<file path="config.mk">
export PLATFORM = sky130hd
export DESIGN_NAME = cpu_core
export DESIGN_NICKNAME = d
export VERILOG_FILES = /design/src/isa_pkg.sv /design/src/mmu_pkg.sv /design/src/fetch_stage.sv /design/src/execute_stage.sv /design/src/page_walker.sv /design/src/cpu_core.sv
export SDC_FILE = /design/constraint.sdc
export NUM_CORES = 1
export LEC_CHECK = 0
export BUFFER_PORTS_ARGS = -buffer_cell sky130_fd_sc_hd__buf_2
export CAP_MARGIN = 30
export CORE_MARGIN = 3
export CORE_UTILIZATION = 60
export DETAILED_ROUTE_END_ITERATION = 12
export PLACE_DENSITY = 0.77
export SETUP_SLACK_MARGIN = 0.05
export SYNTH_ARGS = -nofsm -noshare
export SYNTH_HDL_FRONTEND = slang
export SYNTH_SLANG_ARGS = --single-unit
export TNS_END_PERCENT = 100
</file>
<file path="constraint.sdc">
create_clock -name clka -period 12.3 [get_ports clka]
set_input_delay 2.46 -clock clka [delete_from_list [all_inputs] [get_ports clka]]
set_output_delay 2.46 -clock clka [all_outputs]
set_load 0.02 [all_outputs]
</file>
<file path="src/isa_pkg.sv">
package isa_pkg;

  // core widths
  localparam int word_w      = 16;  // data word, operand, logical address
  localparam int op_w        = 8;   // opcode field, high byte of first word
  localparam int reg_field_w = 8;   // register field, low byte of first word

  // register file
  localparam int reg_count = 8;
  localparam int reg_idx_w = 3;     // low bits of the register field

  // pc value after reset
  localparam int program_start = 46;

  // instruction set, each instruction is an opcode word plus an operand word
  // codes not listed here retire without effect
  typedef enum logic [op_w-1:0] {
    op_jmp       = 8'd1,  // operand is the new pc
    op_ram2reg   = 8'd2,  // reg = mem[operand]
    op_reg2ram   = 8'd3,  // mem[operand] = reg
    op_num2reg   = 8'd4,  // reg = operand
    op_reg_plus  = 8'd5,  // reg += operand
    op_reg_minus = 8'd6   // reg -= operand
  } opcode_t;

endpackage

</file>
<file path="src/mmu_pkg.sv">
package mmu_pkg;

  localparam int page_size   = 72;  // words per segment
  localparam int seg_count   = 14;  // segments inside 1024 words
  localparam int seg_w       = 4;
  localparam int phys_addr_w = 10;

  // 65535 / 72 gives at most 910, stored as page + 1
  localparam int lpage_w  = 10;
  localparam int offset_w = 7;      // offset below page_size

  // page walker states
  typedef enum logic [2:0] {
    idle,        // wait for fetch or data request
    check_last,  // compare with last translated page
    walk,        // follow segment chain, one segment per cycle
    alloc,       // scan for lowest free segment
    access,      // drive memory port
    wait_read    // read data returns
  } walk_state_t;

endpackage

</file>
<file path="src/fetch_stage.sv">
`timescale 1ns/1ns

module fetch_stage (
  input  logic                              clka,
  input  logic                              rst,
  input  logic                              busy,
  input  logic                              xlat_done,
  input  logic [isa_pkg::word_w-1:0]        rdata,
  input  logic                              fault,
  output logic                              fetch_req,
  output logic [isa_pkg::word_w-1:0]        fetch_addr,
  output logic                              inst_valid,
  output isa_pkg::opcode_t                  inst_op,
  output logic [isa_pkg::reg_field_w-1:0]   inst_reg,
  output logic [isa_pkg::word_w-1:0]        inst_operand
);

  typedef enum logic [1:0] {
    f_issue,     // wait for execute to go idle
    f_op_wait,   // opcode word outstanding
    f_arg_wait   // operand word outstanding
  } fetch_state_t;

  fetch_state_t state;
  logic [isa_pkg::word_w-1:0] pc;

  assign fetch_addr = pc;  // held while a read is outstanding

  always_ff @(posedge clka) begin
    if (!rst) begin
      state      <= f_issue;
      pc         <= isa_pkg::word_w'(isa_pkg::program_start);
      fetch_req  <= 1'b0;
      inst_valid <= 1'b0;
    end else begin
      fetch_req  <= 1'b0;  // both are single-cycle pulses
      inst_valid <= 1'b0;
      case (state)
        f_issue: begin
          if (!busy && !fault) begin
            fetch_req <= 1'b1;
            state     <= f_op_wait;
          end
        end
        f_op_wait: begin
          if (xlat_done) begin
            inst_op   <= isa_pkg::opcode_t'(rdata[isa_pkg::word_w-1 -: isa_pkg::op_w]);
            inst_reg  <= rdata[isa_pkg::reg_field_w-1:0];
            pc        <= pc + 1'b1;
            fetch_req <= 1'b1;  // operand read right away
            state     <= f_arg_wait;
          end
        end
        f_arg_wait: begin
          if (xlat_done) begin
            if (inst_op == isa_pkg::op_jmp) begin
              pc <= rdata;  // jump stays local
            end else begin
              inst_operand <= rdata;
              pc           <= pc + 1'b1;
              inst_valid   <= 1'b1;
            end
            state <= f_issue;
          end
        end
        default: state <= f_issue;
      endcase
    end
  end

  // a fetch must be answered before the next one goes out
  a_fetch_outstanding: assert property (
    @(posedge clka) disable iff (!rst)
    fetch_req |=> (!fetch_req until xlat_done)
  ) else $error("fetch_req raised while a fetch is outstanding");

endmodule

</file>
<file path="src/execute_stage.sv">
`timescale 1ns/1ns

module execute_stage (
  input  logic                              clka,
  input  logic                              rst,
  input  logic                              inst_valid,
  input  isa_pkg::opcode_t                  inst_op,
  input  logic [isa_pkg::reg_field_w-1:0]   inst_reg,
  input  logic [isa_pkg::word_w-1:0]        inst_operand,
  input  logic                              xlat_done,
  input  logic [isa_pkg::word_w-1:0]        rdata,
  output logic                              busy,
  output logic                              data_req,
  output logic [isa_pkg::word_w-1:0]        data_addr,
  output logic                              data_we,
  output logic [isa_pkg::word_w-1:0]        data_wdata
);

  typedef enum logic {
    ex_idle,  // ready for next instruction
    ex_mem    // load or store in flight
  } exec_state_t;

  exec_state_t state;

  logic [isa_pkg::word_w-1:0]    regs [isa_pkg::reg_count];
  logic [isa_pkg::reg_idx_w-1:0] rd;      // register of incoming instruction
  logic [isa_pkg::reg_idx_w-1:0] ld_reg;  // load target while waiting

  assign rd = inst_reg[isa_pkg::reg_idx_w-1:0];  // upper bits ignored

  // high in the issue cycle, stays up only for memory ops
  assign busy = inst_valid || (state == ex_mem);

  always_ff @(posedge clka) begin
    if (!rst) begin
      state    <= ex_idle;
      data_req <= 1'b0;
      data_we  <= 1'b0;
      for (int i = 0; i < isa_pkg::reg_count; i++) begin
        regs[i] <= '0;
      end
    end else begin
      data_req <= 1'b0;  // one-cycle request pulse
      case (state)
        ex_idle: begin
          if (inst_valid) begin
            case (inst_op)
              isa_pkg::op_num2reg:   regs[rd] <= inst_operand;
              isa_pkg::op_reg_plus:  regs[rd] <= regs[rd] + inst_operand;  // wraps mod 2^16
              isa_pkg::op_reg_minus: regs[rd] <= regs[rd] - inst_operand;
              isa_pkg::op_ram2reg: begin
                data_req  <= 1'b1;
                data_addr <= inst_operand;
                data_we   <= 1'b0;
                ld_reg    <= rd;
                state     <= ex_mem;
              end
              isa_pkg::op_reg2ram: begin
                data_req   <= 1'b1;
                data_addr  <= inst_operand;
                data_we    <= 1'b1;
                data_wdata <= regs[rd];
                state      <= ex_mem;
              end
              default: ;  // unknown codes retire as no-ops
            endcase
          end
        end
        ex_mem: begin
          if (xlat_done) begin
            if (!data_we) begin
              regs[ld_reg] <= rdata;  // load data valid with done
            end
            state <= ex_idle;
          end
        end
        default: state <= ex_idle;
      endcase
    end
  end

  // fetch has to wait for retirement before presenting the next one
  a_no_issue_when_busy: assert property (
    @(posedge clka) disable iff (!rst)
    inst_valid |-> (state == ex_idle)
  ) else $error("instruction issued while a memory op is in flight");

endmodule

</file>
<file path="src/page_walker.sv">
`timescale 1ns/1ns

module page_walker (
  input  logic                              clka,
  input  logic                              rst,
  input  logic                              fetch_req,
  input  logic [isa_pkg::word_w-1:0]        fetch_addr,
  input  logic                              data_req,
  input  logic [isa_pkg::word_w-1:0]        data_addr,
  input  logic                              data_we,
  input  logic [isa_pkg::word_w-1:0]        data_wdata,
  output logic                              xlat_done,
  output logic [isa_pkg::word_w-1:0]        rdata,
  output logic                              fault,
  output logic                              mem_en,
  output logic                              mem_we,
  output logic [mmu_pkg::phys_addr_w-1:0]   mem_addr,
  output logic [isa_pkg::word_w-1:0]        mem_wdata,
  input  logic [isa_pkg::word_w-1:0]        mem_rdata
);

  localparam logic [mmu_pkg::seg_w-1:0] last_scan = mmu_pkg::seg_w'(mmu_pkg::seg_count - 1);

  mmu_pkg::walk_state_t state;

  logic [mmu_pkg::seg_w-1:0]   chain_tab [mmu_pkg::seg_count];  // next segment, 0 ends chain
  logic [mmu_pkg::lpage_w-1:0] page_tab  [mmu_pkg::seg_count];  // page + 1, 0 when free

  logic [isa_pkg::word_w-1:0]   req_addr;
  logic [mmu_pkg::lpage_w-1:0]  req_page;
  logic [mmu_pkg::offset_w-1:0] req_offset;
  logic [mmu_pkg::lpage_w-1:0]  page_q;
  logic [mmu_pkg::lpage_w-1:0]  page_tag;
  logic [mmu_pkg::offset_w-1:0] offset_q;
  logic                         we_q;
  logic [isa_pkg::word_w-1:0]   wdata_q;
  logic [mmu_pkg::seg_w-1:0]    seg_q;      // walk pointer, then target segment
  logic [mmu_pkg::seg_w-1:0]    tail_q;     // chain end found by the walk
  logic [mmu_pkg::seg_w-1:0]    scan_q;     // free segment search
  logic [mmu_pkg::lpage_w-1:0]  last_page;
  logic [mmu_pkg::seg_w-1:0]    last_seg;
  logic                         wr_done;

  // only one requester is active at a time
  assign req_addr   = fetch_req ? fetch_addr : data_addr;
  assign req_page   = mmu_pkg::lpage_w'(req_addr / mmu_pkg::page_size);
  assign req_offset = mmu_pkg::offset_w'(req_addr % mmu_pkg::page_size);
  assign page_tag   = page_q + 1'b1;

  always_ff @(posedge clka) begin
    if (!rst) begin
      state     <= mmu_pkg::idle;
      fault     <= 1'b0;
      wr_done   <= 1'b0;
      last_page <= '0;  // segment 0 already holds page 0
      last_seg  <= '0;
      for (int i = 0; i < mmu_pkg::seg_count; i++) begin
        chain_tab[i] <= '0;
        page_tab[i]  <= '0;
      end
      page_tab[0] <= mmu_pkg::lpage_w'(1);
    end else begin
      wr_done <= 1'b0;
      case (state)
        mmu_pkg::idle: begin
          if ((fetch_req || data_req) && !fault) begin  // halted once faulted
            page_q   <= req_page;
            offset_q <= req_offset;
            we_q     <= data_req && data_we;
            wdata_q  <= data_wdata;
            state    <= mmu_pkg::check_last;
          end
        end
        mmu_pkg::check_last: begin
          if (page_q == last_page) begin
            seg_q <= last_seg;  // repeat page, no walk
            state <= mmu_pkg::access;
          end else begin
            seg_q <= '0;        // chain starts at segment 0
            state <= mmu_pkg::walk;
          end
        end
        mmu_pkg::walk: begin
          if (page_tab[seg_q] == page_tag) begin
            state <= mmu_pkg::access;
          end else if (chain_tab[seg_q] == '0) begin
            tail_q <= seg_q;
            scan_q <= mmu_pkg::seg_w'(1);  // segment 0 is never free
            state  <= mmu_pkg::alloc;
          end else begin
            seg_q <= chain_tab[seg_q];
          end
        end
        mmu_pkg::alloc: begin
          if (page_tab[scan_q] == '0) begin
            page_tab[scan_q]  <= page_tag;
            chain_tab[tail_q] <= scan_q;  // link new segment at chain end
            seg_q             <= scan_q;
            state             <= mmu_pkg::access;
          end else if (scan_q == last_scan) begin
            fault <= 1'b1;  // out of segments, never answered
            state <= mmu_pkg::idle;
          end else begin
            scan_q <= scan_q + 1'b1;
          end
        end
        mmu_pkg::access: begin
          last_page <= page_q;
          last_seg  <= seg_q;
          if (we_q) begin
            wr_done <= 1'b1;
            state   <= mmu_pkg::idle;
          end else begin
            state <= mmu_pkg::wait_read;
          end
        end
        mmu_pkg::wait_read: state <= mmu_pkg::idle;
        default:            state <= mmu_pkg::idle;
      endcase
    end
  end

  assign mem_en    = (state == mmu_pkg::access);
  assign mem_we    = mem_en && we_q;
  assign mem_addr  = mmu_pkg::phys_addr_w'(seg_q * mmu_pkg::page_size + offset_q);
  assign mem_wdata = wdata_q;
  assign rdata     = mem_rdata;  // valid in the data cycle
  assign xlat_done = wr_done || (state == mmu_pkg::wait_read);

  a_one_requester: assert property (
    @(posedge clka) disable iff (!rst)
    !(fetch_req && data_req)
  ) else $error("fetch and data request in the same cycle");

  // a write goes out with the enable and is answered on the next cycle
  a_write_done: assert property (
    @(posedge clka) disable iff (!rst)
    mem_we |-> mem_en ##1 xlat_done
  ) else $error("memory write without enable or without done");

endmodule

</file>
<file path="src/cpu_core.sv">
`timescale 1ns/1ns

module cpu_core (
  input  logic                              clka,
  input  logic                              rst,
  output logic                              mem_en,
  output logic                              mem_we,
  output logic [mmu_pkg::phys_addr_w-1:0]   mem_addr,
  output logic [isa_pkg::word_w-1:0]        mem_wdata,
  input  logic [isa_pkg::word_w-1:0]        mem_rdata,
  output logic                              fault
);

  // fetch and execute requests into the walker
  logic                            fetch_req;
  logic [isa_pkg::word_w-1:0]      fetch_addr;
  logic                            data_req;
  logic [isa_pkg::word_w-1:0]      data_addr;
  logic                            data_we;
  logic [isa_pkg::word_w-1:0]      data_wdata;

  // shared answer path
  logic                            xlat_done;
  logic [isa_pkg::word_w-1:0]      rdata;

  // fetch to execute
  logic                            busy;
  logic                            inst_valid;
  isa_pkg::opcode_t                inst_op;
  logic [isa_pkg::reg_field_w-1:0] inst_reg;
  logic [isa_pkg::word_w-1:0]      inst_operand;

  fetch_stage u_fetch_stage (.*);

  execute_stage u_execute_stage (.*);

  page_walker u_page_walker (.*);

endmodule

</file>
==> results of run 1 <==
-- layer usage --
metal / share of wire (%) / global-route usage [%] / vias up
met4: 3.5 / 10.6 / 2
li1: - / - / 8576
met1: 39 / 38.6 / 9401
met3: 8.7 / 4.57 / 173
met5: 0.019 / 0 / -
met2: 49 / 48.7 / 982
-- logic make-up after synthesis --
group,share of synthesized area [%]
AO/OA/AOI/OAI,10.5
XOR/XNOR,1.64
adder cells (fa/ha/maj),2.63
buffers and inverters,3.02
flip-flops,55.7
multiplexers,11.1
AND/OR/NAND/NOR,15.5
-- per-stage QoR --
stage                     hold slack (ns)  util, %
after floorplan                     0.400        -
after global placement              0.402     62.8
after detailed placement            0.405     62.9
after CTS                           0.408     66.9
after global routing                0.405     67.0
final                               0.409     67.0
-- final cells by class --
class / count / area (um2) / area share, %
flip-flops and latches: 513 / 14900 / 51.0
multi-input cells: 1557 / 11000 / 37.9
clock buffers: 64 / 1370 / 4.68
well taps: 585 / 732 / 2.51
repair buffers: 78 / 503 / 1.72
clock inverters: 32 / 399 / 1.37
inverters: 65 / 246 / 0.845
diodes: 1 / 2.50 / 0.00858
-- how the worst max path moves through the flow --
stage	slack [ns]	cells after the start	end
floorplan	5.20	31	u_page_walker.offset_q[5]
global placement	4.03	27	u_page_walker.offset_q[5]
detailed placement	3.75	27	u_page_walker.offset_q[5]
CTS	3.76	27	u_page_walker.offset_q[5]
global route	2.99	27	u_page_walker.offset_q[6]
finish	3.64	27	u_page_walker.offset_q[5]
-- layout by cell type (no fill, tap or decap), types with 47 or more instances in the layout --
cell type	n
sky130_fd_sc_hd__a21oi_1	86
sky130_fd_sc_hd__and2_1	47
sky130_fd_sc_hd__clkbuf_16	51
sky130_fd_sc_hd__dfxtp_1	50
sky130_fd_sc_hd__edfxtp_1	460
sky130_fd_sc_hd__ha_1	48
sky130_fd_sc_hd__inv_1	60
sky130_fd_sc_hd__mux4_2	102
sky130_fd_sc_hd__nand2_1	169
sky130_fd_sc_hd__nand3_1	53
sky130_fd_sc_hd__nor2_1	391
sky130_fd_sc_hd__nor3_1	72
sky130_fd_sc_hd__nor4_1	50
sky130_fd_sc_hd__o21ai_0	65
-- power groups by stage --
stage          registers (W)  logic (W)  clock network, W
2_1_floorplan        0.00200   0.000609                 0
3_5_place_dp         0.00202   0.000772                 0
6_report             0.00198   0.000798           0.00163
3_3_place_gp         0.00202   0.000761                 0
4_1_cts              0.00199   0.000777           0.00165
5_1_grt              0.00199   0.000865           0.00171
==> flow_metrics.env, run 1 <==
export IMPL_maxCapViolations=0
export IMPL_static_leakage_nw=10.3
export IMPL_cell_internal_pwr_w=0.00319
export IMPL_final_min_clock_period_ns=8.66
export IMPL_critical_path_reg2reg_endpoint="u_page_walker.offset_q[5]"
export IMPL_synth_warnings=0
export IMPL_share_comb_of_total_power_pct=18.1
export IMPL_post_drt_via_cell_ratio=6.61
export IMPL_row_count=76
export IMPL_avgRoutedWirePerCell_um=23.3
export IMPL_place_worst_setup_slack_ns=3.75
export IMPL_number_of_buffers_created_by_cts=51
export IMPL_vdd_ir_drop_max_mv=0.115
export IMPL_fmaxAchievable_ghz=0.116
export IMPL_i_o_pins=47
export IMPL_share_clk_of_total_power_pct=37.0
export IMPL_grt_setup_unrepaired="no"
export IMPL_largest_net_degree_at_the_start_of_global_routing=54
export IMPL_die_area_um2=47100
export IMPL_final_setup_worst_slack_ns=3.64
export IMPL_timing_reg2reg_setup_slack_ns=3.64
export IMPL_final_nets=2335
export IMPL_dpl_hpwl_um=45600
export IMPL_yosysMostFrequentCell="sky130_fd_sc_hd__edfxtp_1"
export IMPL_setup_tns_final_ns=0
export IMPL_crit_path_top_delay_cell="sky130_fd_sc_hd__dfxtp_1"
export IMPL_top_register="u_page_walker.page_tab"
export IMPL_finalWirelength_um=67400
export IMPL_post_route_cell_area_um2=29200
export IMPL_synth_fp_nets=2334
export IMPL_dr_first_iter_drc_count=2517
export IMPL_slew_headroom_pct=30.1
export IMPL_total_placed_instance_area_um2=27400
export IMPL_hold_end="u_page_walker.mem_wdata[11]"
export IMPL_critical_path_class="register to register"
export IMPL_ctsRootBufferMaster="sky130_fd_sc_hd__clkbuf_16"
export IMPL_synth_seq_cells=513
export IMPL_synthDominantCellAreaShare_pct=51.7
export IMPL_cellPowerDensity_nw_per_um2=151
export IMPL_cts_tree="built"
export IMPL_grt_antenna_before_repair=3
export IMPL_ctsLongestPathBuffers=3
export IMPL_power_switching_share_pct=27.7
export IMPL_netlist_top_cell_by_area="sky130_fd_sc_hd__edfxtp_1"
export IMPL_setup_worst_path_end_class="register"
export IMPL_finish_cell_count_without_fillers=2895
export IMPL_critical_path_max_stage_delay_ns=0.73
export IMPL_status="complete, no violations"
export IMPL_fin_skew_ns=0.0363
export IMPL_count_of_flip_flops_with_a_built_in_enable_after_synthesis=460
export IMPL_critical_path_required_ns=12.66
export IMPL_residual_antenna_violating_net_count_after_detailed_routing=0
export IMPL_period_share_pct=70.4
export IMPL_timing_hold_violations_final=0
export IMPL_timing_critical_path_buf_inv=2
export IMPL_critPathLaunchType="register"
export IMPL_cp_arrival_ns=9.01
export IMPL_grt_first_pass_wirelength_um=107000
export IMPL_synth_yosys_seq_area_share_pct=55.7
export IMPL_whs_path_depth=0
export IMPL_clk_insertion_delay_late_ns=0.62
export IMPL_clock_sinks=513
export IMPL_port_buffer_count=46
export IMPL_postCtsSetupRepairBufs=0
export IMPL_floorplan_initialDensity_pct=61.3
export IMPL_biggestRegsByFlops="u_page_walker.page_tab: 160 flops, u_execute_stage.regs: 128 flops, u_page_walker.chain_tab: 64 flops"
export IMPL_syn_area_um2=26700
export IMPL_n_fill_cell=3159
export IMPL_cts_htree_levels=2
export IMPL_num_vias=19100
export IMPL_holdBufCountCts=0
export IMPL_first_pass_iters=6
export IMPL_overall_track_demand_over_capacity_in_global_routing_pct=29.0
export IMPL_core_area_um2=43600
export IMPL_worstMarginPinSlew_ns=1.05
export IMPL_synth_common_cells="sky130_fd_sc_hd__edfxtp_1, sky130_fd_sc_hd__nor2_1, sky130_fd_sc_hd__nand2_1, sky130_fd_sc_hd__mux4_2, sky130_fd_sc_hd__clkbuf_1"
export IMPL_cts_resized=0
export IMPL_kind_of_path_behind_the_tightest_hold_check="register to register"
export IMPL_synth_async_sr_flop_share_pct=0
export IMPL_synth_area_per_cell_um2=11.8
export IMPL_ys_types=108
export IMPL_totalPowerFinal_w=0.00441
export IMPL_synthCells=2265
export IMPL_worstReg2RegStart="u_fetch_stage.fetch_req"
export IMPL_drcViolationCount=0
export IMPL_worstHoldStart="u_execute_stage.data_wdata[11]"
export IMPL_switchingPower_w=0.00122
export IMPL_crit_path_max_fanout=15
export IMPL_globalplace_congestion=0.925
export IMPL_setup_viol=0
export IMPL_synth_ff_type="sky130_fd_sc_hd__edfxtp_1"
export IMPL_seqPwrFrac_pct=44.9
export IMPL_timing_critical_path_max_delay_family="compound AO/OA/AOI/OAI gates"
export IMPL_grt_overflow=0
export IMPL_drive_gt1_share_pct=15.2
export IMPL_yosys_top_cells_area="sky130_fd_sc_hd__edfxtp_1, sky130_fd_sc_hd__mux4_2, sky130_fd_sc_hd__nor2_1"
export IMPL_die_width_um=217
export IMPL_total_count_of_max_transition_violations_in_the_final_report=0
export IMPL_reg2reg_depth=27
export IMPL_first_global_vias=19000
export IMPL_critical_path_startpoint="u_fetch_stage.fetch_req"
export IMPL_area_growth_synth_to_final_pct=9.21
export IMPL_die_h_um=217
export IMPL_dp_cells=2796
export IMPL_clock_slew_seen_by_the_registers_of_the_worst_setup_and_hold_paths_ns=0.06
export IMPL_largest_register_ff_count=160
Power figures use the tool's default switching activity.
==> run 2: changes to the inputs <==
ABC_AREA = 1   (was not set)
CORE_UTILIZATION = 58   (was 60)
clock period = 7.45 ns   (was 12.3 ns; I/O delays follow)
==> flow_metrics.env, run 2 <==
export IMPL_final_common_cell="sky130_fd_sc_hd__nor2_1"
export IMPL_hold_end="u_page_walker.mem_wdata[7]"
export IMPL_synth_yosys_seq_area_share_pct=54.0
export IMPL_dp_cells=3555
export IMPL_overall_track_demand_over_capacity_in_global_routing_pct=27.6
export IMPL_synth_async_sr_flop_share_pct=0
export IMPL_n_antenna_cell=0
export IMPL_synthCells=3009
export IMPL_critPathLaunchType="register"
export IMPL_crit_path_top_delay_cell="sky130_fd_sc_hd__dfxtp_4"
export IMPL_cts_htree_levels=2
export IMPL_critical_path_max_stage_delay_ns=0.38
export IMPL_biggestRegsByFlops="u_page_walker.page_tab: 160 flops, u_execute_stage.regs: 128 flops, u_page_walker.chain_tab: 64 flops"
export IMPL_n_fill_cell=3637
export IMPL_row_count=79
export IMPL_critical_path_class="register to register"
export IMPL_core_area_um2=46800
export IMPL_grt_setup_unrepaired="yes"
export IMPL_worstHoldStart="u_execute_stage.data_wdata[7]"
export IMPL_post_drt_via_cell_ratio=6.02
export IMPL_grt_overflow=0
export IMPL_area_growth_synth_to_final_pct=10.8
export IMPL_critical_path_required_ns=7.82
export IMPL_clock_slew_seen_by_the_registers_of_the_worst_setup_and_hold_paths_ns=0.06
export IMPL_setup_viol=0
export IMPL_yosys_top_cells_area="sky130_fd_sc_hd__edfxtp_1, sky130_fd_sc_hd__nor2_1, sky130_fd_sc_hd__nand2_1"
export IMPL_timing_reg2reg_setup_slack_ns=0.45
export IMPL_grt_first_pass_wirelength_um=111000
export IMPL_worstMarginPinSlew_ns=1.01
export IMPL_number_of_buffers_created_by_cts=52
export IMPL_period_share_pct=94.0
export IMPL_grt_antenna_before_repair=2
export IMPL_synth_fp_nets=3078
export IMPL_total_count_of_max_transition_violations_in_the_final_report=0
export IMPL_largest_net_degree_at_the_start_of_global_routing=73
export IMPL_first_global_vias=21600
export IMPL_globalplace_congestion=0.920
export IMPL_syn_area_um2=27500
export IMPL_fmaxAchievable_ghz=0.143
export IMPL_critical_path_reg2reg_endpoint="u_page_walker.offset_q[4]"
export IMPL_final_nets=3101
export IMPL_largest_register_ff_count=160
export IMPL_whs_path_depth=0
export IMPL_synth_common_cells="sky130_fd_sc_hd__nor2_1, sky130_fd_sc_hd__edfxtp_1, sky130_fd_sc_hd__nand2_1, sky130_fd_sc_hd__inv_1, sky130_fd_sc_hd__o21ai_0"
export IMPL_finalWirelength_um=70800
export IMPL_synth_area_per_cell_um2=9.15
export IMPL_die_h_um=224
export IMPL_ctsLongestPathBuffers=3
export IMPL_timing_hold_violations_final=0
export IMPL_die_area_um2=50100
export IMPL_drive_gt1_share_pct=11.6
export IMPL_clock_sinks=513
export IMPL_cp_arrival_ns=7.38
export IMPL_dpl_hpwl_um=47000
export IMPL_port_buffer_count=46
export IMPL_drcViolationCount=0
export IMPL_first_pass_iters=5
export IMPL_holdWs_ns=0.420
export IMPL_ctsRootBufferMaster="sky130_fd_sc_hd__clkbuf_16"
export IMPL_synthDominantCellAreaShare_pct=50.1
export IMPL_status="complete, no violations"
export IMPL_ys_types=67
export IMPL_die_width_um=224
export IMPL_kind_of_path_behind_the_tightest_hold_check="register to register"
export IMPL_num_vias=22200
export IMPL_count_of_flip_flops_with_a_built_in_enable_after_synthesis=460
export IMPL_fin_skew_ns=0.0198
export IMPL_crit_path_top_cell_by_count="sky130_fd_sc_hd__nand2_1"
export IMPL_slew_headroom_pct=32.1
export IMPL_netlist_top_cell_by_area="sky130_fd_sc_hd__edfxtp_1"
export IMPL_holdBufCountCts=0
export IMPL_setup_tns_final_ns=0
export IMPL_final_util_pct=65.3
export IMPL_cts_tree="built"
export IMPL_synth_seq_cells=513
export IMPL_top_register="u_page_walker.page_tab"
export IMPL_dr_first_iter_drc_count=2252
export IMPL_crit_path_max_fanout=15
export IMPL_clk_insertion_delay_late_ns=0.62
export IMPL_final_cell_mix="sky130_fd_sc_hd__nor2_1, sky130_fd_sc_hd__edfxtp_1, sky130_fd_sc_hd__nand2_1"
export IMPL_synth_warnings=0
export IMPL_avgRoutedWirePerCell_um=19.2
export IMPL_synth_ff_type="sky130_fd_sc_hd__edfxtp_1"
export IMPL_maxCapViolations=0
export IMPL_i_o_pins=47
export IMPL_yosysMostFrequentCell="sky130_fd_sc_hd__nor2_1"
export IMPL_final_min_clock_period_ns=7.00
export IMPL_residual_antenna_violating_net_count_after_detailed_routing=0
export IMPL_reg2reg_depth=51
export IMPL_worstReg2RegStart="u_fetch_stage.fetch_req"
export IMPL_finish_cell_count_without_fillers=3682
export IMPL_setup_worst_path_end_class="register"
export IMPL_floorplan_initialDensity_pct=58.9
[run 2: changes by cell type after synthesis, sizes merged, moves of 47 or more]
cell / change
nand3: +73
and2: -47
mux4: -102
nor2: +230
o21ai: +177
inv: +256
nand2: +279
[run 2: layer usage]
metal,GRT usage [%],wire (um)
met5,0,29
met4,11.3,2590
met3,4.51,6150
met2,46.7,34600
met1,35.6,27400
[run 2: cell type report]
type                       instances  area (um2)  share of cell area, %
multi-input combinational       2035       11100                   36.4
clock buffer                      62        1400                   4.59
clock inverter                    35         373                   1.22
timing repair buffer             101         741                   2.43
sequential                       513       14900                   48.8
tap                              607         759                   2.49
inverter                         329        1240                   4.07
[run 2: worst max path at each step]
stage,start,to,slack (ns),cells past startpoint
6_report,u_fetch_stage.fetch_req,u_page_walker.offset_q[4],0.45,51
3_5_place_dp,u_fetch_stage.fetch_req,u_page_walker.offset_q[4],0.14,48
5_1_grt,u_fetch_stage.fetch_req,u_page_walker.offset_q[3],-0.06,49
2_1_floorplan,u_fetch_stage.fetch_req,u_page_walker.offset_q[3],1.27,50
3_3_place_gp,u_fetch_stage.fetch_req,u_page_walker.offset_q[5],0.49,50
4_1_cts,u_fetch_stage.fetch_req,u_page_walker.offset_q[4],0.11,50
[run 2: cell families after synthesis]
kind of cell             synth area share (%)
AO/OA/AOI/OAI                            11.5
XOR/XNOR                                 1.75
adder cells (fa/ha/maj)                  2.40
buffers and inverters                    6.61
flip-flops                               54.0
multiplexers                             1.68
AND/OR/NAND/NOR                          22.1
[run 2: stage by stage]
step                instance area (um2)  setup WS, ns
finish                            30500         0.446
global route                      30500       -0.0576
CTS                               30000         0.110
detailed placement                28200         0.138
global placement                  28200         0.487
floorplan                         27500          1.27
[run 2: worst max-delay path: cells and delay by family (launching register included)]
family          cells  cell delay, ns
simple gates       39            4.44
buf+inv             8            1.08
compound gates      3            0.61
flops               1            0.38
fa+ha+maj           1            0.23
[run 2: what timing repair did]
| action | CTS | global route |
|---|---|---|
| endpoints found under the setup margin | 0 | 6 |
| gates resized for setup | 0 | 51 |
| buffers inserted | 0 | 25 |
| endpoints found under the hold margin | 0 | 0 |
Power of run 2 is left out: the tool's default activity adds up to more than one toggle a clock period on the data nets, which glitch-free logic cannot reach.
